==> src/source/amo_mem_pkg.sv <==
/*
  Word store geometry for the atomic memory unit, with the data
  and address types shared by all stages
*/
`default_nettype none

package amo_mem_pkg;

  // Store of 64-bit words behind a small byte address
  localparam int MEM_WORDS  = 32;
  localparam int ADDR_W     = 8;
  localparam int WORD_W     = 64;
  localparam int HALF_W     = 32;

  // Byte offset bits inside one word
  localparam int WORD_OFFS  = 3;
  localparam int WORD_IDX_W = ADDR_W - WORD_OFFS;

  typedef logic [WORD_W-1:0]     word_t;
  typedef logic [HALF_W-1:0]     half_t;
  typedef logic [ADDR_W-1:0]     byte_addr_t;
  typedef logic [WORD_IDX_W-1:0] word_idx_t;

endpackage

`default_nettype wire

==> src/source/amo_ops_pkg.sv <==
/*
  Atomic operation codes, size codes, the request and response
  structs, and the structs passed between the pipeline stages
*/
`default_nettype none

package amo_ops_pkg;

  // RISC-V atomics, encoded as in the cache interface
  typedef enum logic [3:0] {
    AMO_NONE = 4'b0000,
    AMO_LR   = 4'b0001,
    AMO_SC   = 4'b0010,
    AMO_SWAP = 4'b0011,
    AMO_ADD  = 4'b0100,
    AMO_AND  = 4'b0101,
    AMO_OR   = 4'b0110,
    AMO_XOR  = 4'b0111,
    AMO_MAX  = 4'b1000,
    AMO_MAXU = 4'b1001,
    AMO_MIN  = 4'b1010,
    AMO_MINU = 4'b1011
  } amo_op_e;

  // Access size as log2 of the byte count
  typedef enum logic [1:0] {
    SIZE_W = 2'b10,
    SIZE_D = 2'b11
  } amo_size_e;

  typedef struct packed {
    logic                   req;
    amo_op_e                amo_op;
    amo_size_e              size;
    amo_mem_pkg::byte_addr_t operand_a;
    amo_mem_pkg::word_t     operand_b;
  } amo_req_t;

  typedef struct packed {
    logic               ack;
    amo_mem_pkg::word_t result;
  } amo_resp_t;

  // Accepted operation, decode to execute and result
  typedef struct packed {
    amo_op_e                 op;
    logic                    is_word;
    logic                    hi_half;
    amo_mem_pkg::word_idx_t  word_idx;
    amo_mem_pkg::byte_addr_t byte_addr;
    amo_mem_pkg::word_t      operand_b;
  } decoded_t;

  // Execute outputs, valid for one cycle
  typedef struct packed {
    logic                    valid;
    amo_op_e                 op;
    logic                    is_word;
    logic                    hi_half;
    amo_mem_pkg::word_idx_t  word_idx;
    amo_mem_pkg::byte_addr_t byte_addr;
    amo_mem_pkg::word_t      new_value;
    amo_mem_pkg::word_t      rd_value;
  } exec_t;

endpackage

`default_nettype wire

==> src/source/amo_decode.sv <==
/*
  Request stage of the atomic unit. Accepts one request while idle,
  holds it and presents the decoded operation for one cycle
*/
`timescale 1ns/1ns
`default_nettype none

module amo_decode (
  input  logic                  rst_ni,
  input  logic                  reset_i,
  input  amo_ops_pkg::amo_req_t req_i,
  input  logic                  ack_i,
  output logic                  dec_valid_o,
  output amo_ops_pkg::decoded_t dec_o
);
  import amo_mem_pkg::*;
  import amo_ops_pkg::*;

  logic     busy_q;
  logic     dec_valid_q;
  logic     accept;
  decoded_t dec_d;
  decoded_t dec_q;

  // Codes outside the supported set become no-ops
  function automatic amo_op_e map_op(input amo_op_e op);
    case (op)
      AMO_LR, AMO_SC, AMO_SWAP, AMO_ADD, AMO_AND, AMO_OR,
      AMO_XOR, AMO_MAX, AMO_MAXU, AMO_MIN, AMO_MINU: return op;
      default: return AMO_NONE;
    endcase
  endfunction

  // No new request during busy or in the ack cycle
  assign accept = req_i.req && !busy_q && !ack_i;

  always_comb begin
    dec_d.op        = map_op(req_i.amo_op);
    dec_d.is_word   = (req_i.size == SIZE_W);
    dec_d.hi_half   = req_i.operand_a[2];
    dec_d.word_idx  = req_i.operand_a[ADDR_W-1:WORD_OFFS];
    dec_d.byte_addr = req_i.operand_a;
    dec_d.operand_b = req_i.operand_b;
  end

  always_ff @(posedge rst_ni) begin
    if (reset_i) begin
      busy_q      <= 1'b0;
      dec_valid_q <= 1'b0;
    end else begin
      dec_valid_q <= accept;
      if (accept) begin
        busy_q <= 1'b1;
        dec_q  <= dec_d;
      end else if (ack_i) begin
        busy_q <= 1'b0;
      end
    end
  end

  assign dec_valid_o = dec_valid_q;
  assign dec_o       = dec_q;

  ////////////////////////////////////////////////////////////////////////////
  // Requester protocol checks
  ////////////////////////////////////////////////////////////////////////////

  a_addr_aligned: assert property (@(posedge rst_ni) disable iff (reset_i)
    accept |-> ((req_i.size == SIZE_W) ? (req_i.operand_a[1:0] == 2'b00)
                                        : (req_i.operand_a[2:0] == 3'b000)));

  // Request fields are held until the acknowledge
  a_req_stable: assert property (@(posedge rst_ni) disable iff (reset_i)
    (req_i.req && !ack_i) |=> $stable(req_i));

endmodule

`default_nettype wire

==> src/source/amo_execute.sv <==
/*
  Execute stage. Builds the operands from the old word, computes the
  new memory value and the rd value, and registers them as exec_t
*/
`timescale 1ns/1ns
`default_nettype none

module amo_execute (
  input  logic                  rst_ni,
  input  logic                  reset_i,
  input  logic                  dec_valid_i,
  input  amo_ops_pkg::decoded_t dec_i,
  input  amo_mem_pkg::word_t    old_word_i,
  output amo_ops_pkg::exec_t    exec_o
);
  import amo_mem_pkg::*;
  import amo_ops_pkg::*;

  half_t old_half;
  word_t op_a;
  word_t op_b;
  word_t op_a_u;
  word_t op_b_u;
  word_t new_val;
  exec_t exec_q;

  ////////////////////////////////////////////////////////////////////////////
  // Operand preparation
  ////////////////////////////////////////////////////////////////////////////

  always_comb begin
    old_half = dec_i.hi_half ? old_word_i[WORD_W-1:HALF_W] : old_word_i[HALF_W-1:0];
    if (dec_i.is_word) begin
      // 32-bit ops see the addressed half and the low half of operand_b
      op_a   = {{(WORD_W-HALF_W){old_half[HALF_W-1]}}, old_half};
      op_b   = {{(WORD_W-HALF_W){dec_i.operand_b[HALF_W-1]}}, dec_i.operand_b[HALF_W-1:0]};
      op_a_u = {{(WORD_W-HALF_W){1'b0}}, old_half};
      op_b_u = {{(WORD_W-HALF_W){1'b0}}, dec_i.operand_b[HALF_W-1:0]};
    end else begin
      op_a   = old_word_i;
      op_b   = dec_i.operand_b;
      op_a_u = old_word_i;
      op_b_u = dec_i.operand_b;
    end
  end

  ////////////////////////////////////////////////////////////////////////////
  // Operation
  ////////////////////////////////////////////////////////////////////////////

  always_comb begin
    case (dec_i.op)
      AMO_SC:   new_val = op_b;
      AMO_SWAP: new_val = op_b;
      AMO_ADD:  new_val = op_a + op_b;
      AMO_AND:  new_val = op_a & op_b;
      AMO_OR:   new_val = op_a | op_b;
      AMO_XOR:  new_val = op_a ^ op_b;
      AMO_MAX:  new_val = ($signed(op_a) > $signed(op_b)) ? op_a : op_b;
      AMO_MIN:  new_val = ($signed(op_a) < $signed(op_b)) ? op_a : op_b;
      AMO_MAXU: new_val = (op_a_u > op_b_u) ? op_a : op_b;
      AMO_MINU: new_val = (op_a_u < op_b_u) ? op_a : op_b;
      // LR and no-op leave memory as it was
      default:  new_val = op_a;
    endcase
  end

  // Registered operation result for the result stage
  always_ff @(posedge rst_ni) begin
    if (reset_i) begin
      exec_q.valid <= 1'b0;
    end else begin
      exec_q <= '{valid:     dec_valid_i,
                  op:        dec_i.op,
                  is_word:   dec_i.is_word,
                  hi_half:   dec_i.hi_half,
                  word_idx:  dec_i.word_idx,
                  byte_addr: dec_i.byte_addr,
                  new_value: new_val,
                  rd_value:  op_a};
    end
  end

  assign exec_o = exec_q;

  // One operation in flight means valid never repeats
  a_valid_pulse: assert property (@(posedge rst_ni) disable iff (reset_i)
    exec_o.valid |=> !exec_o.valid);

endmodule

`default_nettype wire

==> src/source/amo_result.sv <==
/*
  Result stage. Holds the word store and the LR reservation, decides
  SC, writes back the new value and returns the acknowledge
*/
`timescale 1ns/1ns
`default_nettype none

module amo_result (
  input  logic                   rst_ni,
  input  logic                   reset_i,
  input  amo_mem_pkg::word_idx_t rd_idx_i,
  output amo_mem_pkg::word_t     old_word_o,
  input  amo_ops_pkg::exec_t     exec_i,
  output amo_ops_pkg::amo_resp_t resp_o
);
  import amo_mem_pkg::*;
  import amo_ops_pkg::*;

  word_t      store_q [MEM_WORDS];
  logic       resv_valid_q;
  byte_addr_t resv_addr_q;
  word_t      cur_word;
  word_t      wr_word;
  word_t      rd_final;
  logic       sc_ok;
  logic       do_write;
  logic       ack_q;
  word_t      result_q;

  // Old word for the execute stage
  assign old_word_o = store_q[rd_idx_i];
  assign cur_word   = store_q[exec_i.word_idx];

  // SC needs a live reservation on the very same byte address
  assign sc_ok = resv_valid_q && (resv_addr_q == exec_i.byte_addr);

  ////////////////////////////////////////////////////////////////////////////
  // Write-back data and rd value
  ////////////////////////////////////////////////////////////////////////////

  always_comb begin
    wr_word = exec_i.new_value;
    if (exec_i.is_word) begin
      if (exec_i.hi_half) begin
        wr_word = {exec_i.new_value[HALF_W-1:0], cur_word[HALF_W-1:0]};
      end else begin
        wr_word = {cur_word[WORD_W-1:HALF_W], exec_i.new_value[HALF_W-1:0]};
      end
    end

    do_write = exec_i.valid && ((exec_i.op != AMO_SC) || sc_ok);

    rd_final = exec_i.rd_value;
    if (exec_i.op == AMO_SC) begin
      rd_final = sc_ok ? '0 : word_t'(1);
    end
  end

  ////////////////////////////////////////////////////////////////////////////
  // Store and reservation
  ////////////////////////////////////////////////////////////////////////////

  always_ff @(posedge rst_ni) begin
    if (reset_i) begin
      for (int i = 0; i < MEM_WORDS; i++) begin
        store_q[i] <= '0;
      end
      resv_valid_q <= 1'b0;
    end else begin
      if (do_write) begin
        store_q[exec_i.word_idx] <= wr_word;
      end
      if (exec_i.valid) begin
        if (exec_i.op == AMO_LR) begin
          resv_valid_q <= 1'b1;
          resv_addr_q  <= exec_i.byte_addr;
        end else if (exec_i.op == AMO_SC) begin
          // Any SC drops the reservation, pass or fail
          resv_valid_q <= 1'b0;
        end
      end
    end
  end

  // Response
  always_ff @(posedge rst_ni) begin
    if (reset_i) begin
      ack_q <= 1'b0;
    end else begin
      ack_q <= exec_i.valid;
      if (exec_i.valid) begin
        result_q <= rd_final;
      end
    end
  end

  assign resp_o = '{ack: ack_q, result: result_q};

  a_ack_pulse: assert property (@(posedge rst_ni) disable iff (reset_i)
    resp_o.ack |=> !resp_o.ack);

endmodule

`default_nettype wire

==> src/source/amo_top.sv <==
/*
  Atomic memory unit top level. Decode, execute and result stages
  with the acknowledge routed back to decode
*/
`timescale 1ns/1ns
`default_nettype none

module amo_top (
  input  logic                   rst_ni,
  input  logic                   reset_i,
  input  amo_ops_pkg::amo_req_t  amo_req_i,
  output amo_ops_pkg::amo_resp_t amo_resp_o
);
  import amo_mem_pkg::*;
  import amo_ops_pkg::*;

  logic     dec_valid;
  decoded_t dec;
  word_t    old_word;
  exec_t    exec;

  amo_decode i_decode (
    .rst_ni      ( rst_ni         ),
    .reset_i     ( reset_i        ),
    .req_i       ( amo_req_i      ),
    .ack_i       ( amo_resp_o.ack ),
    .dec_valid_o ( dec_valid      ),
    .dec_o       ( dec            )
  );

  amo_execute i_execute (
    .rst_ni      ( rst_ni    ),
    .reset_i     ( reset_i   ),
    .dec_valid_i ( dec_valid ),
    .dec_i       ( dec       ),
    .old_word_i  ( old_word  ),
    .exec_o      ( exec      )
  );

  // Store read port follows the held decoded word index
  amo_result i_result (
    .rst_ni     ( rst_ni       ),
    .reset_i    ( reset_i      ),
    .rd_idx_i   ( dec.word_idx ),
    .old_word_o ( old_word     ),
    .exec_i     ( exec         ),
    .resp_o     ( amo_resp_o   )
  );

endmodule

`default_nettype wire

==> config.mk <==
export PLATFORM = sky130hd
export DESIGN_NAME = amo_top
export DESIGN_NICKNAME = d
export VERILOG_FILES = /design/src/source/amo_mem_pkg.sv /design/src/source/amo_ops_pkg.sv /design/src/source/amo_decode.sv /design/src/source/amo_execute.sv /design/src/source/amo_result.sv /design/src/source/amo_top.sv
export SDC_FILE = /design/constraint.sdc
export NUM_CORES = 2
export LEC_CHECK = 0
export BUFFER_PORTS_ARGS = -buffer_cell sky130_fd_sc_hd__buf_4
export CORE_UTILIZATION = 65
export DETAILED_ROUTE_END_ITERATION = 12
export GPL_TIMING_DRIVEN = 0
export PLACE_DENSITY_LB_ADDON = 0.1
export SLEW_MARGIN = 15
export SYNTH_ARGS = -nofsm -noshare
export SYNTH_HDL_FRONTEND = slang
export SYNTH_SLANG_ARGS = --single-unit
==> constraint.sdc <==
create_clock -name rst_ni -period 16.6 [get_ports rst_ni]
set_clock_uncertainty 0.2 [all_clocks]
set_input_delay 0.83 -clock rst_ni [delete_from_list [all_inputs] [get_ports rst_ni]]
set_output_delay 0.83 -clock rst_ni [all_outputs]
set_load 0.02 [all_outputs]
==> reports/results.ini <==
[outcome]
status=finished with violations
violations=antenna violations

[cells_and_area]
fill_cells=9775
layout-drive-gt1-share_pct=18.16
multiInputGateArea_um2=38210
final_core_util_pct=74.21
area_growth_pct=12.95
regArea_um2=70410
final_nets=8634

[die]
rows=151
core_um2=169800
dieArea_um2=173300
die_y_um=416.3
start_util_pct=65.70
io_pins=146
die_x_um=416.3

[global_route]
grt_first_pass_wirelength_um=620100
use_met2_pct=74.12
busiest_layer=met2
grt_util_met3_pct=29.62
grt_max_degree=47
grt_pass1_vias=77309
globalRouteOverflowTotal=0
use_met1_pct=61.50
grtUsageTotal_pct=53.69
grt_antenna_before_repair=53

[min_path]
min-delay-path-class=in2reg

[route]
first_iter_violations=17434
drt_first_pass_iters=9
wl_per_cell_um=43.20
wirelength_um=465800
via_count=81630
vias_per_cell=7.571
post-route-drc-count=0
final_antenna_net_count=1

[clock_network]
cts_tree=yes
clkSinkCount=2348
worstSkewPairLatency_ps=950
clockBufferDepth=3
htree_levels=4
cts_resized=0
clock-root-buffer=clkbuf_16
cts_buffers=227
cts.clk_slew.worst_paths_ps=70

[setup_path]
end_kind=flip-flop
cp_max_fo=11
arrival_ps=13360
path_class=reg2reg
critPathLaunchType=flip-flop
required_ps=16980

[sta]
setup_viol=0
drv_slew=0
period_share_pct=78.15
fin_setup_tns_ps=0
slew_headroom_pct=5.389
finalHoldViolations=0
tightest_slew_ps=1419
hold_slack_ps=25.74
fmax_mhz=77.08
rsz0062_at_grt=false
period_minus_slack_ps=12970

[synthesis]
netlist.area_leader.share_pct=62.92
synth_warnings=0
yosys-top-cells-area=edfxtp_1, mux4_2, and2_1
avgSynthCellArea_um2=14.33
synth_edf_count=2338
ys.flop_type=edfxtp_1
syn-num-nets=8095
synth-async-reset-ratio_pct=0
yosysTopAreaCell=edfxtp_1
synthCells=7789
synth_seq_area_share_pct=63.10
synth_area_um2=111600
yosysUniqueCellTypes=92
ys_seq_elements=2348

[placement]
io_buffers=145
hpwlAfterDp_um=320000
gp_congestion=1.034

[run]
maxCapViolCount=0

[pwr]
power_density_nw_per_um2=114.9
p_leak_uw=0.04565
max-vdd-ir-drop_uv=116.0

==> sequential cells by signal (all words and copies together), names as in the netlist, named ones only <==
register and flops:
i_result.resv_addr_q 8, i_decode.busy_q 1, i_result.result_q 64, i_decode.dec_o 77, i_result.ack_q 1, i_result.store_q 2048
i_execute.exec_o 142, i_decode.dec_valid_o 1, i_result.resv_valid_q 1
==> metal layers <==
layer	vias up	wire length [um]	part of all wire (%)
li1	29978	-	-
met1	39405	137100	29
met2	9699	190900	41
met3	2482	87740	19
met4	66	48930	11
met5	-	1107	0.24
==> path summary, 6_finish.rpt <==
kind         cells after the start  slack (ps)                    end                from
max                             25        3630  i_execute.exec_o[113]           flip-flop
min                              3          30        i_decode.busy_q       amo_req_i[78]
max reg2reg                     25        3630  i_execute.exec_o[113]           flip-flop
min reg2reg                      0         230  i_execute.exec_o[129]  i_decode.dec_o[65]
==> worst max-delay path, stage by stage (launching register included) <==
cell	delay, ps
dfxtp_1	310
buf_2	470
buf_4	400
buf_4	310
buf_4	270
buf_2	800
buf_2	720
buf_2	800
mux4_2	450
mux4_2	530
mux2i_2	950
nor2_1	410
nor2_1	370
ha_1	280
clkbuf_1	230
nor4_1	540
nand4_1	600
a21oi_1	460
o41ai_2	180
o2111ai_1	240
o311ai_1	220
nand2_1	550
a221o_1	610
clkbuf_1	760
nor3_1	130
o21ai_0	770
==> stage by stage <==
stage / worst slack, ps / area [um^2] / instances / power [uW]
4_1_cts: 4712 / 125800 / 10728 / 14170
3_3_place_gp: 551.7 / 115500 / 10152 / 9004
5_1_grt: 4008 / 126000 / 10747 / 14560
6_report: 3627 / 126000 / 10782 / 14480
3_5_place_dp: 4788 / 117700 / 10234 / 9073
2_1_floorplan: 5948 / 111600 / 7789 / 8077
==> cells in the final DEF, fill, tap and decap left out, types with 182 or more instances in the layout <==
cell	n
edfxtp_1	2338
mux4_2	651
clkbuf_16	229
nand2_1	242
buf_4	182
ha_1	224
a21oi_1	213
clkbuf_1	550
nor2_1	1196
and2_1	1034
==> report_power, final <==
group / switching (uW) / leakage, uW / internal (uW)
clock network: 2410 / 0.00360 / 2880
logic: 1590 / 0.0181 / 671
registers: 174 / 0.0240 / 6760
==> cells by family after synthesis <==
group | synth area share, %
xor+xnor | 0.2512
flops | 63.10
fa+ha+maj | 2.530
buf+inv | 3.256
simple gates | 12.37
mux | 13.77
compound gates | 4.724
==> cell type report <==
| cell class | instances | share of cell area, % |
|---|---|---|
| Antenna cell | 44 | 0.08735 |
| Clock inverter | 141 | 1.138 |
| Buffer | 696 | 2.427 |
| Multi-Input combinational cell | 4574 | 30.31 |
| Tap cell | 2218 | 2.202 |
| Inverter | 171 | 0.5092 |
| Timing Repair Buffer | 310 | 2.741 |
| Sequential cell | 2348 | 55.86 |
| Clock buffer | 280 | 4.722 |
==> Yosys cell counts, types with 43 or more instances <==
library cell  number
a21o_1            43
a21oi_1          213
a221oi_1          50
and2_1          1034
buf_2             71
clkbuf_1         544
edfxtp_1        2338
ha_1             224
inv_1            170
mux4_2           651
nand2_1          274
nor2_1          1197
nor2b_1           83
o21ai_0          209
==> timing repair <==
item | 4_1_cts | 5_1_grt
hold buffers | 73 | 0
buffers inserted | 0 | 0
hold endpoints to repair | 80 | 0
No activity file was read; power rests on OpenSTA's default activity.
